===== src/source/udp_echo_pkg.sv =====
`default_nettype none

package udp_echo_pkg;

    // frame layout: 14 ethernet + 20 ipv4 + 8 udp
    localparam int hdr_len = 42;
    localparam int len_w = 11;

    localparam logic [15:0] ethertype_ipv4 = 16'h0800;
    localparam logic [7:0] ip_ver_ihl = 8'h45;
    localparam logic [7:0] proto_udp = 8'd17;

    // byte offsets counted from the destination mac
    localparam int off_dst_mac = 0;
    localparam int off_src_mac = 6;
    localparam int off_ethertype = 12;
    localparam int off_ver_ihl = 14;
    localparam int off_proto = 23;
    localparam int off_src_ip = 26;
    localparam int off_dst_ip = 30;
    localparam int off_src_port = 34;
    localparam int off_dst_port = 36;
    localparam int off_udp_len = 38;

    typedef enum logic [2:0] {
        st_idle,
        st_header,
        st_payload,
        st_drain,
        st_drop
    } rx_state_t;

endpackage

`default_nettype wire


===== src/source/udp_rx_parser.sv =====
`timescale 1ns/10ps
`default_nettype none

module udp_rx_parser #(
    parameter logic [47:0] local_mac = 48'h0,
    parameter logic [31:0] local_ip = 32'h0,
    parameter logic [15:0] local_port = 16'h0
) (
    input  wire                              sysc,
    input  wire                              rst,
    input  wire                              rx_valid,
    input  wire [7:0]                        rx_data,
    input  wire                              rx_last,
    input  wire [udp_echo_pkg::len_w-1:0]    free_count,
    input  wire                              busy,
    output logic                             wr_en,
    output logic [7:0]                       wr_data,
    output logic                             commit,
    output logic                             rollback,
    output logic                             req_valid,
    output logic [47:0]                      req_mac,
    output logic [31:0]                      req_ip,
    output logic [15:0]                      req_port,
    output logic [udp_echo_pkg::len_w-1:0]   req_len
);
    import udp_echo_pkg::*;

    rx_state_t state;
    logic [len_w-1:0] cnt;
    logic [len_w-1:0] rem;
    logic [15:0] udp_len;
    logic [15:0] pay_len;
    logic hdr_ok;
    logic uc_ok;
    logic bc_ok;
    logic in_hdr;
    logic hdr_done;
    logic accept;
    logic is_mac;
    logic is_chk;
    logic [7:0] exp_byte;

    assign in_hdr = rx_valid && (state == st_idle || state == st_header);
    assign hdr_done = in_hdr && cnt == len_w'(hdr_len - 1);
    assign pay_len = udp_len - 16'd8;
    // all checks are settled by the last header byte
    assign accept = hdr_ok && (uc_ok || bc_ok) && !busy && udp_len >= 16'd8 &&
                    pay_len <= 16'(free_count);

    // expected value of the header byte at the current offset
    always_comb begin
        exp_byte = 8'h00;
        is_mac = 1'b0;
        is_chk = 1'b0;
        for (int i = 0; i < 6; i++) begin
            if (cnt == len_w'(off_dst_mac + i)) begin
                exp_byte = local_mac[8*(5-i) +: 8];
                is_mac = 1'b1;
            end
        end
        for (int i = 0; i < 4; i++) begin
            if (cnt == len_w'(off_dst_ip + i)) begin
                exp_byte = local_ip[8*(3-i) +: 8];
                is_chk = 1'b1;
            end
        end
        for (int i = 0; i < 2; i++) begin
            if (cnt == len_w'(off_ethertype + i)) begin
                exp_byte = ethertype_ipv4[8*(1-i) +: 8];
                is_chk = 1'b1;
            end
            if (cnt == len_w'(off_dst_port + i)) begin
                exp_byte = local_port[8*(1-i) +: 8];
                is_chk = 1'b1;
            end
        end
        if (cnt == len_w'(off_ver_ihl)) begin
            exp_byte = ip_ver_ihl;
            is_chk = 1'b1;
        end
        if (cnt == len_w'(off_proto)) begin
            exp_byte = proto_udp;
            is_chk = 1'b1;
        end
    end

    always_ff @(posedge sysc or posedge rst) begin
        if (rst) begin
            state <= st_idle;
            cnt <= '0;
            rem <= '0;
            hdr_ok <= 1'b0;
            uc_ok <= 1'b0;
            bc_ok <= 1'b0;
            wr_en <= 1'b0;
            commit <= 1'b0;
            rollback <= 1'b0;
            req_valid <= 1'b0;
        end else begin
            wr_en <= 1'b0;
            commit <= 1'b0;
            rollback <= 1'b0;
            req_valid <= 1'b0;
            case (state)
                st_idle, st_header: begin
                    if (rx_valid) begin
                        cnt <= cnt + 1'b1;
                        state <= st_header;
                        // byte 0 opens a new frame
                        if (state == st_idle) begin
                            hdr_ok <= 1'b1;
                        end else if (is_chk && rx_data != exp_byte) begin
                            hdr_ok <= 1'b0;
                        end
                        if (is_mac) begin
                            uc_ok <= (state == st_idle || uc_ok) && rx_data == exp_byte;
                            bc_ok <= (state == st_idle || bc_ok) && rx_data == 8'hff;
                        end
                        if (hdr_done) begin
                            cnt <= '0;
                            if (!accept) begin
                                state <= rx_last ? st_idle : st_drop;
                            end else if (pay_len == 16'd0) begin
                                commit <= rx_last;
                                req_valid <= rx_last;
                                state <= rx_last ? st_idle : st_drain;
                            end else if (rx_last) begin
                                // payload promised but frame ended
                                rollback <= 1'b1;
                                state <= st_idle;
                            end else begin
                                rem <= pay_len[len_w-1:0];
                                state <= st_payload;
                            end
                        end else if (rx_last) begin
                            cnt <= '0;
                            state <= st_idle;
                        end
                    end
                end
                st_payload: begin
                    if (rx_valid) begin
                        wr_en <= 1'b1;
                        rem <= rem - 1'b1;
                        if (rem == len_w'(1)) begin
                            commit <= rx_last;
                            req_valid <= rx_last;
                            state <= rx_last ? st_idle : st_drain;
                        end else if (rx_last) begin
                            rollback <= 1'b1;
                            state <= st_idle;
                        end
                    end
                end
                st_drain: begin
                    // padding after the udp payload
                    if (rx_valid && rx_last) begin
                        commit <= 1'b1;
                        req_valid <= 1'b1;
                        state <= st_idle;
                    end
                end
                st_drop: begin
                    if (rx_valid && rx_last) begin
                        state <= st_idle;
                    end
                end
                default: state <= st_idle;
            endcase
        end
    end

    // requester fields shift in msb first
    always_ff @(posedge sysc) begin
        if (in_hdr) begin
            if (cnt >= off_src_mac && cnt < off_src_mac + 6) begin
                req_mac <= {req_mac[39:0], rx_data};
            end
            if (cnt >= off_src_ip && cnt < off_src_ip + 4) begin
                req_ip <= {req_ip[23:0], rx_data};
            end
            if (cnt >= off_src_port && cnt < off_src_port + 2) begin
                req_port <= {req_port[7:0], rx_data};
            end
            if (cnt >= off_udp_len && cnt < off_udp_len + 2) begin
                udp_len <= {udp_len[7:0], rx_data};
            end
        end
        if (hdr_done) begin
            req_len <= pay_len[len_w-1:0];
        end
        if (state == st_payload && rx_valid) begin
            wr_data <= rx_data;
        end
    end

endmodule

`default_nettype wire


===== config.mk =====
export PLATFORM = sky130hd
export DESIGN_NAME = udp_rx_parser
export DESIGN_NICKNAME = d
export VERILOG_FILES = /design/src/source/udp_echo_pkg.sv /design/src/source/udp_rx_parser.sv
export SDC_FILE = /design/constraint.sdc
export NUM_CORES = 1
export LEC_CHECK = 0
export CORE_ASPECT_RATIO = 0.5
export CORE_MARGIN = 3
export CORE_UTILIZATION = 35
export DETAILED_ROUTE_END_ITERATION = 6
export DONT_BUFFER_PORTS = 1
export HOLD_SLACK_MARGIN = 0.06
export MAX_ROUTING_LAYER = met4
export PLACE_DENSITY = 0.56
export SLEW_MARGIN = 20
export SYNTH_ARGS = -nofsm -noshare
export SYNTH_HDL_FRONTEND = slang
export SYNTH_SLANG_ARGS = --single-unit

===== constraint.sdc =====
create_clock -name sysc -period 8.75 [get_ports sysc]
set_input_delay 1.3125 -clock sysc [delete_from_list [all_inputs] [get_ports sysc]]
set_output_delay 1.3125 -clock sysc [all_outputs]
set_load 0.005 [all_outputs]

==> out/qor.log <==
[setup_path] reg2reg path depth 12
[logic_synthesis] fraction of synthesized area in multiplexers 1.29%
[sta] final number of setup-violating endpoints 0
[clock_tree] buffer type at the clock tree root sky130_fd_sc_hd__clkbuf_16
[logic_synthesis] area share of and/or/nand/nor cells after synthesis 12.3%
[logic_synthesis] count of different cell masters after synthesis 62
[setup_path] worst path cell trace nor4_2, nand2_1, xor2_1, inv_1, ha_1, a21o_1, a21oi_1, inv_1, o41a_2, or3b_1, nand2_2, mux2_2
[power] final total power 1.65 mW
[sta] Slew Limit Headroom 51.5%
[place] Placer Congestion 0.838
[floorplanning] floorplan die width 202 um
[setup_path] crit end category register
[setup_path] Crit path top cell by count sky130_fd_sc_hd__inv_1
[clock_tree] number of setup buffers added after CTS 0
[route] sum of routed wire length over all layers 14,800 um
[logic_synthesis] total of flip-flops plus latches after synthesis 162
[logic_synthesis] Mapped Nets 520
[floorplanning] area enclosed by the die boundary 20,900 um2
[final_layout] net total in the final layout 528
[place] placed wire-length estimate after detailed placement 10,100 um
[setup_path] maximum fanout along the worst path 7
[place] cell count after placement 726
[setup_path] max incr delay on CP 0.53 ns
[sta] RSZ-0062 raised after global routing false
[clock_tree] number of gates resized after cts 0
[route] post-DR vias/cell 5.15
[worst_hold_path] kind of path behind the tightest hold check reg -> reg
[logic_synthesis] Avg Cell Area, Syn 14.0 um2
[route] total number of vias 3,903
[floorplanning] starting density of the core 36.1%
[logic_synthesis] cell taking the most area after synthesis sky130_fd_sc_hd__edfxtp_1
[logic_synthesis] netlist area before placement 6700 um2
[route] number of optimization iterations in the first detailed-route pass 6
[clock_tree] number of buffers created by CTS 17
[route] iteration-0 DRC count of the detailed router 324
[final_layout] Sequential cell area 4710 um2
[setup_path] critical path arrival 4.24 ns
[sta] final period utilization 45.1%
[place] Port-buffer cells 0
[global_route] pin count of the biggest net entering global routing 49
[final_layout] total non-filler cell area in the finished layout 7650 um2
[final_layout] Final Instance Count excl. Fillers 758
[sta] max frequency 0.253 GHz
[route] M1 WL 6720 um
[floorplanning] Die Span Y 104 um
[final_layout] fraction of layout cells with a size suffix above 1 12.4%
[setup_path] Critical Path Slowest Stage Cell sky130_fd_sc_hd__or3b_1
[setup_path] path length in cells of the critical path 12
[sta] final hold slack 0.484 ns
[final_layout] diode count 0
[logic_synthesis] most common library cells after synthesis 131 x sky130_fd_sc_hd__edfxtp_1, 39 x sky130_fd_sc_hd__nor2_1, 31 x sky130_fd_sc_hd__dfrtp_1, 27 x sky130_fd_sc_hd__nand2_1, 26 x sky130_fd_sc_hd__inv_1
[outcome] outcome finished clean
[global_route] number of global-route vias before repair 3,740
[logic_synthesis] synthesized-area fraction occupied by ao, oa, aoi and oai cells 7.54%
[clock_tree] CTS tree yes
[logic_synthesis] largest cells by area after synthesis sky130_fd_sc_hd__edfxtp_1 59%, sky130_fd_sc_hd__dfrtp_1 12%, sky130_fd_sc_hd__ha_1 3.4%
[logic_synthesis] area fraction of the dominant cell type after synthesis 58.7%
[route] routed wire length on met3 1070 um
[route] post-route antenna net violation count 0
[logic_synthesis] instance count of the mapped netlist 478
[floorplanning] num ports 143
[sta] total count of max-transition violations in the final report 0
[setup_path] type of the worst setup path reg -> reg
[route] top metal layer carrying routed signals met4
[sta] Sum Neg Setup Slack 0 ns
[route] DR WL met2 6880 um
[sta] clock period minus worst slack 3.95 ns
[clock_tree] # clock sinks 162
[final_layout] final design utilization 41.2%
[place] worst setup slack before clock tree synthesis 4.85 ns
[logic_synthesis] number of flops mapped to enable cells by yosys 131
[global_route] antenna violations before repair 0
[final_layout] fill cell count 1,713
[setup_path] launching element type of the critical path register
[logic_synthesis] most frequently used cell type in the post-synthesis netlist sky130_fd_sc_hd__edfxtp_1
[global_route] first-pass GRT wire length 22,900 um
[setup_path] Crit path max-delay family simple AND/OR/NAND/NOR gates
[floorplanning] Core Region 18,600 um2
[global_route] combined global-route utilization of all metal layers 14.5%
[logic_synthesis] largest family of logic cells by synthesized area simple AND/OR/NAND/NOR gates
[clock_tree] hold-fix buffer count after cts 0
[sta] Max Clock Skew 0.0129 ns
[place] cell area after placement 7010 um2
[power] leakage power total 2.74 nW
[logic_synthesis] post-synthesis share of cell area spent on xor and xnor gates 2.61%
[setup_path] Required @ worst endpoint 9.04 ns
[logic_synthesis] Async SR Flop Fraction 19.1%
[route] per-cell routed wire length 19.5 um
[global_route] total congestion overflow 0
[logic_synthesis] arithmetic-cell share of the synthesized area counting full adders, half adders and majority gates 3.36%
[sta] final hold violations 0
[logic_synthesis] sequential cell area fraction in the yosys report 70.3%
[sta] slew at the pin closest to its max-slew limit 0.723 ns
[clock_tree] clock-pin slew of the registers on the worst-case setup and hold paths 0.07 ns
[logic_synthesis] yosys warns 0
[setup_path] Buf/Inv on CP 2
[power] peak ir drop on the vdd network 0.000137 V
[route] remaining routing DRC violations 0
[clock_tree] clk_lat worst skew 0.42 ns
[job] number of maximum-capacitance violations 0
[power] Pwr per Cell Area 216 nW/um2
[worst_hold_path] worst hold path stage count 0
[clock_tree] maximum clock path buffer count 2
[logic_synthesis] prevailing post-synth register cell sky130_fd_sc_hd__edfxtp_1
[final_layout] area occupied by multi-input gates 1850 um2
[final_layout] area growth from synthesis to layout 14.2%
[sta] worst-case setup margin in the final layout 4.80 ns
[clock_tree] depth of the CTS H-tree 4
[floorplanning] row count 35
## area by class of cell
cell class / instances / area share [%]
Multi-Input combinational cell: 273 / 24.1
Sequential cell: 162 / 61.5
Tap cell: 259 / 4.23
Inverter: 27 / 1.32
Timing Repair Buffer: 5 / 0.490
Clock inverter: 15 / 2.71
Clock buffer: 17 / 5.56
## routing by layer
metal  track usage, %  up-vias
li1                 -     1813
met1             19.3     1961
met2             21.6      121
met3             4.99        8
met4             3.58        0
met5                -        -
## sequential cells by signal, summed over array words and instances (netlist names), 8 cells and up
register	cells
udp_len	16
req_ip	32
cnt	11
req_port	16
rem	11
wr_data	8
req_mac	48
req_len	11
## layout by cell type (no fill, tap or decap), types with 13 or more instances in the layout
cell                        synthesis  routed
sky130_fd_sc_hd__ha_1              18      18
sky130_fd_sc_hd__xor2_1            13      13
sky130_fd_sc_hd__dfrtp_1           31      31
sky130_fd_sc_hd__nor2_1            39      39
sky130_fd_sc_hd__nand2_1           27      27
sky130_fd_sc_hd__nand3_1           16      16
sky130_fd_sc_hd__inv_1             26      26
sky130_fd_sc_hd__edfxtp_1         131     131
sky130_fd_sc_hd__nor3_1            18      15
sky130_fd_sc_hd__o21ai_0           19      19
sky130_fd_sc_hd__a21oi_1           16      16
sky130_fd_sc_hd__clkbuf_16          0      17
## cell families after synthesis
group	count (synthesis)
compound gates	76
fa+ha+maj	18
mux	7
buf+inv	43
xor+xnor	20
simple gates	152
flops	162
## power by group
part	total, mW	leakage, nW	switching (mW)	internal [mW]
Clock	0.771	0.307	0.352	0.418
Sequential	0.843	1.58	0.00944	0.834
Combinational	0.0372	0.852	0.0226	0.0146
Total	1.65	2.74	0.384	1.27
## worst paths after layout
check,start,end,slack (ns)
max,udp_len[7]$_DFFE_PP_,rem[3]$_DFFE_PP0P_,4.80
max in group asynchronous,rst,uc_ok$_DFFE_PP0P_,7.55
max reg2reg,udp_len[7]$_DFFE_PP_,rem[3]$_DFFE_PP0P_,4.80
min in group asynchronous,rst,cnt[8]$_DFFE_PP0P_,0.89
min,req_mac[27]$_DFFE_PP_,req_mac[35]$_DFFE_PP_,0.48
min reg2reg,req_mac[27]$_DFFE_PP_,req_mac[35]$_DFFE_PP_,0.48
Note: power is estimated with default switching activity, not from simulation.
