### src/source/udp_echo_pkg.sv
`default_nettype none

package udp_echo_pkg;

    // frame layout: 14 ethernet + 20 ipv4 + 8 udp
    localparam int hdr_len = 42;
    localparam int len_w = 11;

    localparam logic [15:0] ethertype_ipv4 = 16'h0800;
    localparam logic [7:0] ip_ver_ihl = 8'h45;
    localparam logic [7:0] proto_udp = 8'd17;

    // byte offsets counted from the destination mac
    localparam int off_dst_mac = 0;
    localparam int off_src_mac = 6;
    localparam int off_ethertype = 12;
    localparam int off_ver_ihl = 14;
    localparam int off_proto = 23;
    localparam int off_src_ip = 26;
    localparam int off_dst_ip = 30;
    localparam int off_src_port = 34;
    localparam int off_dst_port = 36;
    localparam int off_udp_len = 38;

    typedef enum logic [2:0] {
        st_idle,
        st_header,
        st_payload,
        st_drain,
        st_drop
    } rx_state_t;

endpackage

`default_nettype wire

### src/source/udp_tx_builder.sv
`timescale 1ns/10ps
`default_nettype none

module udp_tx_builder #(
    parameter logic [47:0] local_mac = 48'h0,
    parameter logic [31:0] local_ip = 32'h0,
    parameter logic [15:0] local_port = 16'h0,
    parameter logic [7:0] ip_ttl = 8'd64
) (
    input  wire                              sysc,
    input  wire                              rst,
    input  wire                              req_valid,
    input  wire [47:0]                       req_mac,
    input  wire [31:0]                       req_ip,
    input  wire [15:0]                       req_port,
    input  wire [udp_echo_pkg::len_w-1:0]    req_len,
    input  wire [7:0]                        rd_data,
    input  wire                              tx_ready,
    output logic                             busy,
    output logic                             rd_en,
    output logic                             tx_valid,
    output logic [7:0]                       tx_data,
    output logic                             tx_last
);
    import udp_echo_pkg::*;

    logic active;
    logic xfer;
    logic in_hdr;
    logic [len_w-1:0] idx;
    logic [len_w-1:0] last_idx;

    // latched request
    logic [47:0] r_mac;
    logic [31:0] r_ip;
    logic [15:0] r_port;
    logic [len_w-1:0] r_len;

    logic [15:0] ip_total;
    logic [15:0] udp_total;
    logic [31:0] csum_sum;
    logic [16:0] csum_fold;
    logic [15:0] csum;
    logic [8*hdr_len-1:0] hdr;
    logic [8*hdr_len-1:0] hdr_shift;

    assign busy = active;
    assign tx_valid = active;
    assign xfer = active && tx_ready;
    assign in_hdr = idx < hdr_len;
    assign rd_en = xfer && !in_hdr;
    assign last_idx = len_w'(hdr_len - 1) + r_len;
    assign tx_last = active && idx == last_idx;

    assign ip_total = 16'(r_len) + 16'd28;
    assign udp_total = 16'(r_len) + 16'd8;

    // ipv4 header checksum, checksum word counted as zero
    assign csum_sum = {ip_ver_ihl, 8'h00} + ip_total + 16'h0000 + 16'h4000 +
                      {ip_ttl, proto_udp} + local_ip[31:16] + local_ip[15:0] +
                      r_ip[31:16] + r_ip[15:0];
    assign csum_fold = csum_sum[15:0] + csum_sum[31:16];
    assign csum = ~(csum_fold[15:0] + 16'(csum_fold[16]));

    // whole reply header, first byte in the top bits
    assign hdr = {
        r_mac, local_mac, ethertype_ipv4,
        ip_ver_ihl, 8'h00, ip_total,
        16'h0000, 16'h4000,
        ip_ttl, proto_udp, csum,
        local_ip, r_ip,
        local_port, r_port, udp_total, 16'h0000
    };
    assign hdr_shift = hdr << (idx * 8);

    // payload comes straight from the fifo head
    assign tx_data = in_hdr ? hdr_shift[8*hdr_len-1 -: 8] : rd_data;

    always_ff @(posedge sysc or posedge rst) begin
        if (rst) begin
            active <= 1'b0;
            idx <= '0;
        end else if (!active) begin
            if (req_valid) begin
                active <= 1'b1;
                idx <= '0;
            end
        end else if (xfer) begin
            if (idx == last_idx) begin
                active <= 1'b0;
                idx <= '0;
            end else begin
                idx <= idx + 1'b1;
            end
        end
    end

    always_ff @(posedge sysc) begin
        if (req_valid && !active) begin
            r_mac <= req_mac;
            r_ip <= req_ip;
            r_port <= req_port;
            r_len <= req_len;
        end
    end

endmodule

`default_nettype wire

### config.mk
export PLATFORM = sky130hd
export DESIGN_NAME = udp_tx_builder
export DESIGN_NICKNAME = d
export VERILOG_FILES = /design/src/source/udp_echo_pkg.sv /design/src/source/udp_tx_builder.sv
export SDC_FILE = /design/constraint.sdc
export NUM_CORES = 1
export LEC_CHECK = 0
export BUFFER_PORTS_ARGS = -buffer_cell sky130_fd_sc_hd__buf_2
export CAP_MARGIN = 20
export CORE_ASPECT_RATIO = 1.75
export CORE_MARGIN = 3
export CORE_UTILIZATION = 52
export DETAILED_ROUTE_END_ITERATION = 6
export PLACE_DENSITY = 0.78
export SLEW_MARGIN = 15
export SYNTH_ARGS = -nofsm -noshare
export SYNTH_HDL_FRONTEND = slang
export SYNTH_SLANG_ARGS = --single-unit
### constraint.sdc
create_clock -name sysc -period 10.1 [get_ports sysc]
set_input_delay 2.02 -clock sysc [delete_from_list [all_inputs] [get_ports sysc]]
set_output_delay 2.02 -clock sysc [all_outputs]
set_load 0.01 [all_outputs]
==> flow_summary.yaml, run 1 <==
synth:
  synth-compound-area-share_pct: 15.5
  async_reset_ff_share_pct: 10.1
  ys_seq_area_share_pct: 43.5
  yosysWarningCount: 0
  synthSimpleGateAreaFrac_pct: 13.2
  synth_cells: 758
  syn_nets: 939
  synth_adder_area_share_pct: 10.8
  synth_enable_flop_cells: 107
  synthFlopType: "edfxtp_1"
  syn_area_per_cell_sq_um: 10.7
  syn_area_sq_um: 8080
  muxShareOfSynthArea_pct: 5.62
  synth.distinct_cells: 75
  synth-xor-area-share_pct: 7.31
  yosys_register_bits: 119
  synth_top_family_by_area: "compound AO/OA/AOI/OAI gates"
power:
  vdd_drop_max_mv: 0.192
  power.density_nw_per_um2: 151
  leakagePower_nw: 3.97
worst_setup_path:
  crit_path_max_incr_delay_ps: 580
  path_delay_family: "compound AO/OA/AOI/OAI gates"
  cp_common_cell: "nand2_1"
  crit_fanout: 8
  cp.required_ps: 8080
  start_kind: "flop"
  worst-r2r-setup-slack_ps: 7100
  end_kind: "primary output"
  arrival_ps: 7910
  cpMaxStageDelayCell: "or4_4"
  crit_type: "flop to primary output"
  crit_buf_inv: 4
clocking:
  cts_buffers: 17
  clkTransAtPathRegs_ps: 50
  htreeDepth: 4
  clk_path_buf_depth: 2
  cts_root_buf: "clkbuf_16"
  cts_tree: "yes"
  clock_sinks: 119
  clk_latency_ps: 420
  ctsHoldBuffers: 0
placed_design:
  place.gp.congestion: 1.03
  placed_area_sq_um: 9090
  portBuffers: 130
  pre_cts_ws_ps: 294
  dp_hpwl_um: 18700
grt:
  grt_pass1_wl_um: 38400
  grt_usage_pct: 30.1
  grt_pass1_vias: 7054
  antenna_found_initial: 0
  grt_max_degree: 87
  grt_remaining_overflow: 0
timing:
  finalSetupViolCount: 0
  fin_hold_ws_ps: 600
  fin_crit_ps: 9930
  max_freq_ghz: 0.101
  slew_viol_final: 0
  fin_skew_ps: 9.64
  layout_setup_ws_ps: 174
  finalCritPeriodShare_pct: 98.3
  max-slew-margin-rel_pct: 32.3
  hold_violations: 0
  tightest_slew_ps: 1020
detailed_routing:
  drt_iter0_drc: 629
  post_drt_wl_per_cell_um: 22.8
  drt.antenna.violating_nets: 0
  drt_pass1_iterations: 7
  vias: 6958
  drc: 3
  wl_um: 25200
  vias_per_cell: 6.29
layout:
  nets: 1091
  final_cell_area_sq_um: 9960
  fill_cells: 1170
  drive_gt1_share_pct: 29.0
  area_growth_syn_to_layout_pct: 23.3
  antenna_cells: 0
outcome:
  status: "finished with violations"
  failed_checks: "DRC"
floorplanning:
  die_y_um: 171
  die-area_sq_um: 17100
  core_sq_um: 15100
  start_util_pct: 53.6
  placementRows: 59
  die_w_um: 100
  ioPinCount: 131
flow_run:
  drv_cap: 0
hold_path:
  hold_class: "flop to flop"
## layout make-up
class	count	area [sq um]	share of cell area, %
Clock buffer	18	429	4.31
Clock inverter	14	175	1.76
Inverter	43	161	1.62
Multi-Input combinational cell	555	4470	44.9
Sequential cell	119	3510	35.3
Tap cell	183	229	2.30
Timing Repair Buffer	174	981	9.85
## routing by layer
layer | GRT usage, % | vias up | part of all wire (%)
met5 | 0 | - | 0
met4 | 23.6 | 0 | 9.1
met3 | 4.86 | 128 | 5.3
met2 | 53.2 | 344 | 53
met1 | 30.8 | 3330 | 33
li1 | - | 3156 | -
## worst register-to-register path, cell delays in order (launching register included)
cell and delay, ps:
edfxtp_1 540, ha_1 320, a21o_1 170, a21oi_1 300
nor3_1 100, a211oi_1 270, a211oi_1 90, o2111a_1 300
or2_2 430, o41ai_1 370
## worst paths after layout
kind / from / to / cells after the start
max in group asynchronous: rst / idx[0]$_DFFE_PP0P_ / 2
max: r_len[3]$_DFFE_PP_ / tx_data[4] / 35
min reg2reg: idx[7]$_DFFE_PP0P_ / idx[7]$_DFFE_PP0P_ / 1
min in group asynchronous: rst / idx[10]$_DFFE_PP0P_ / 2
max reg2reg: r_len[0]$_DFFE_PP_ / idx[5]$_DFFE_PP0P_ / 9
min: idx[7]$_DFFE_PP0P_ / idx[7]$_DFFE_PP0P_ / 1
## cells in the mapped netlist, drive strengths merged (10+ instances only)
| library cell | count | share of area (%) |
|---|---|---|
| nand2 | 38 | 1.8 |
| dfrtp | 12 | 3.7 |
| nor2 | 46 | 2.1 |
| nand4 | 10 | 0.77 |
| edfxtp | 107 | 40 |
| mux2i | 24 | 3.0 |
| clkbuf | 33 | 1.5 |
| o211ai | 10 | 0.93 |
| o21ai | 53 | 3.3 |
| nand3 | 30 | 1.9 |
| nor3 | 17 | 1.1 |
| fa | 13 | 3.2 |
| xor2 | 20 | 2.2 |
| inv | 42 | 2.0 |
| xnor2 | 44 | 4.9 |
| and3 | 14 | 1.1 |
| ha | 49 | 7.6 |
| a21oi | 35 | 2.2 |
## per-stage QoR
step	std cells	setup TNS [ps]	power (mW)	util, %
3_5_place_dp	1069	0	0.882	60.4
6_report	1106	0	1.51	66.1
5_1_grt	1106	-743	1.56	66.1
3_3_place_gp	1069	0	0.880	60.4
2_1_floorplan	758	0	0.766	-
4_1_cts	1101	0	1.50	64.5
## registers in the layout, indices dropped and copies added, names as in the netlist
signal	flops
busy	1
idx	11
r_ip	32
r_len	11
r_mac	48
r_port	16
## timing repair
item                                    in CTS  in global routing
pin swaps                                    0                 11
buffers inserted                             0                  3
endpoints found under the setup margin       6                  8
hold endpoints to repair                     0                  0
resized for setup                            7                 37
## report_power, final
part | switching, mW | internal, mW
Clock | 0.225 | 0.389
Combinational | 0.210 | 0.135
Sequential | 0.00419 | 0.542
Total | 0.440 | 1.07
## cells by family (layout without fill, tap and decap cells)
family / count (synthesis) / after routing
compound gates: 184 / 184
xor+xnor: 65 / 65
fa+ha+maj: 62 / 62
buf+inv: 84 / 249
flops: 119 / 119
mux: 37 / 37
simple gates: 207 / 207
## cells in the final DEF (no fill, tap or decap), drive strengths merged, types with 10 or more instances in the layout
cell type	synthesis	final
buf	8	174
edfxtp	107	107
o21ai	53	53
ha	49	49
nor2	46	46
inv	42	44
xnor2	44	44
nand2	38	38
a21oi	35	35
nand3	30	30
mux2i	24	24
xor2	20	20
clkbuf	33	18
nor3	17	17
and3	14	14
fa	13	13
dfrtp	12	12
nand4	10	10
o211ai	10	10
(Power assumes the default switching activity.)
==> run 2: changes to the inputs <==
--- a/config.mk
+++ b/config.mk
@@ -9,9 +9,9 @@
 export CAP_MARGIN = 20
 export CORE_ASPECT_RATIO = 1.75
 export CORE_MARGIN = 3
-export CORE_UTILIZATION = 52
+export CORE_UTILIZATION = 30
 export DETAILED_ROUTE_END_ITERATION = 6
-export PLACE_DENSITY = 0.78
+export PLACE_DENSITY = 0.5
 export SLEW_MARGIN = 15
 export SYNTH_ARGS = -nofsm -noshare
 export SYNTH_HDL_FRONTEND = slang
==> flow_summary.yaml, run 2 (synthesis results as in run 1) <==
placed_design:
  dp_hpwl_um: 21400
  pre_cts_ws_ps: 173
  portBuffers: 130
  place.gp.congestion: 0.927
flow_run:
  drv_cap: 0
detailed_routing:
  drc: 0
  drt.antenna.violating_nets: 0
  vias_per_cell: 5.34
  vias: 6654
  post_drt_wl_per_cell_um: 21.7
  wl_um: 27000
  drt_iter0_drc: 495
  drt_pass1_iterations: 5
worst_setup_path:
  r2r-end: "idx[5]$_DFFE_PP0P_"
  worst-r2r-cell-count: 9
  end_kind: "primary output"
  rr_startpoint: "r_len[1]$_DFFE_PP_"
  cpMaxStageDelayCell: "or4b_4"
  worst-r2r-setup-slack_ps: 7130
  arrival_ps: 7710
  start_kind: "flop"
  crit_type: "flop to primary output"
  crit_path_max_incr_delay_ps: 590
  cp.required_ps: 8080
  crit_fanout: 8
  cp_common_cell: "a21o_1"
clocking:
  clkTransAtPathRegs_ps: 60
  htreeDepth: 4
  ctsHoldBuffers: 0
  cts_buffers: 17
  clk_path_buf_depth: 2
  cts_tree: "yes"
  clock_sinks: 119
  cts_root_buf: "clkbuf_16"
  clk_latency_ps: 430
power:
  power_mw: 1.41
  power.density_nw_per_um2: 141
  leakagePower_nw: 3.93
  vdd_drop_max_mv: 0.137
floorplanning:
  start_util_pct: 30.8
  die_w_um: 130
  ioPinCount: 131
  die-area_sq_um: 29000
  placementRows: 78
  core_sq_um: 26300
  die_y_um: 223
grt:
  antenna_found_initial: 0
  grt_remaining_overflow: 0
  grt_pass1_vias: 6744
  grt_usage_pct: 19.0
  grt_max_degree: 79
  grt_pass1_wl_um: 40400
layout:
  drive_gt1_share_pct: 28.3
  layout.cells.most_common_list: "130 x buf_2, 107 x edfxtp_1, 48 x o21ai_0"
  utilization_pct: 38.0
  area_growth_syn_to_layout_pct: 23.7
  nets: 1093
  largest_reg_flops: 48
  largest_register: "r_mac"
  top_regs: "r_mac: 48 flops, r_ip: 32 flops, r_port: 16 flops"
  antenna_cells: 0
  final_common_cell: "buf_2"
timing:
  max-slew-margin-rel_pct: 28.8
  fin_skew_ps: 8.79
  fin_crit_ps: 9730
  slew_viol_final: 0
  hold_violations: 0
  layout_setup_ws_ps: 365
  tightest_slew_ps: 1070
  finalCritPeriodShare_pct: 96.4
  finalSetupViolCount: 0
  max_freq_ghz: 0.103
  setup_tns_ps: 0
hold_path:
  hold_class: "flop to flop"
  hp-start: "idx[7]$_DFFE_PP0P_"
  hold_depth: 1
  whs_endpoint: "idx[7]$_DFFE_PP0P_"
outcome:
  status: "finished, final reports clean"
-- run 2: critical path, delay by kind of cell, from the launching register on --
family	cells	cell delay (ps)
simple gates	7	1770
flops	1	380
compound gates	13	2930
buf+inv	3	430
fa+ha+maj	5	1610
xor+xnor	1	150
-- run 2: how the worst max path moves through the flow --
stage	startpoint	end	slack, ps
floorplan	r_len[3]$_DFFE_PP_	tx_data[7]	220
global placement	r_len[3]$_DFFE_PP_	tx_data[7]	320
detailed placement	r_len[3]$_DFFE_PP_	tx_data[7]	170
CTS	r_len[3]$_DFFE_PP_	tx_data[7]	3
global route	r_len[3]$_DFFE_PP_	tx_data[7]	-8
finish	r_len[3]$_DFFE_PP_	tx_data[7]	370
-- run 2: timing repair --
action	4_1_cts	5_1_grt
setup buffers	0	3
pin swaps	1	12
endpoints found under the setup margin	7	8
gates resized for setup	6	31
-- run 2: stage by stage --
| step | area [sq um] | hold WS, ps | cells |
|---|---|---|---|
| floorplan | 8080 | 536 | 758 |
| global placement | 9300 | 572 | 1210 |
| detailed placement | 9300 | 583 | 1210 |
| CTS | 9810 | 591 | 1242 |
| global route | 9990 | 628 | 1245 |
| finish | 9990 | 588 | 1245 |
-- run 2: routing by layer --
layer,GRT usage [%],vias to the layer above,part of all wire (%)
met4,11.7,0,6.6
met3,3.02,78,4.4
met1,19.1,3186,33
li1,-,3165,-
met2,35.4,225,56
met5,0,-,0
-- run 2: final cells by class --
cell class / count / area (sq um)
clock buffers: 21 / 440
clock inverters: 11 / 60.1
fillers: 2602 / 16300
inverters: 43 / 161
multi-input cells: 555 / 4420
flip-flops and latches: 119 / 3510
well taps: 320 / 400
repair buffers: 176 / 996
-- run 2: power breakdown --
group          leakage (nW)  internal [mW]  switching, mW
sequential             1.12          0.542         0.0116
combinational          2.57          0.132          0.201
clock                 0.245          0.307          0.214
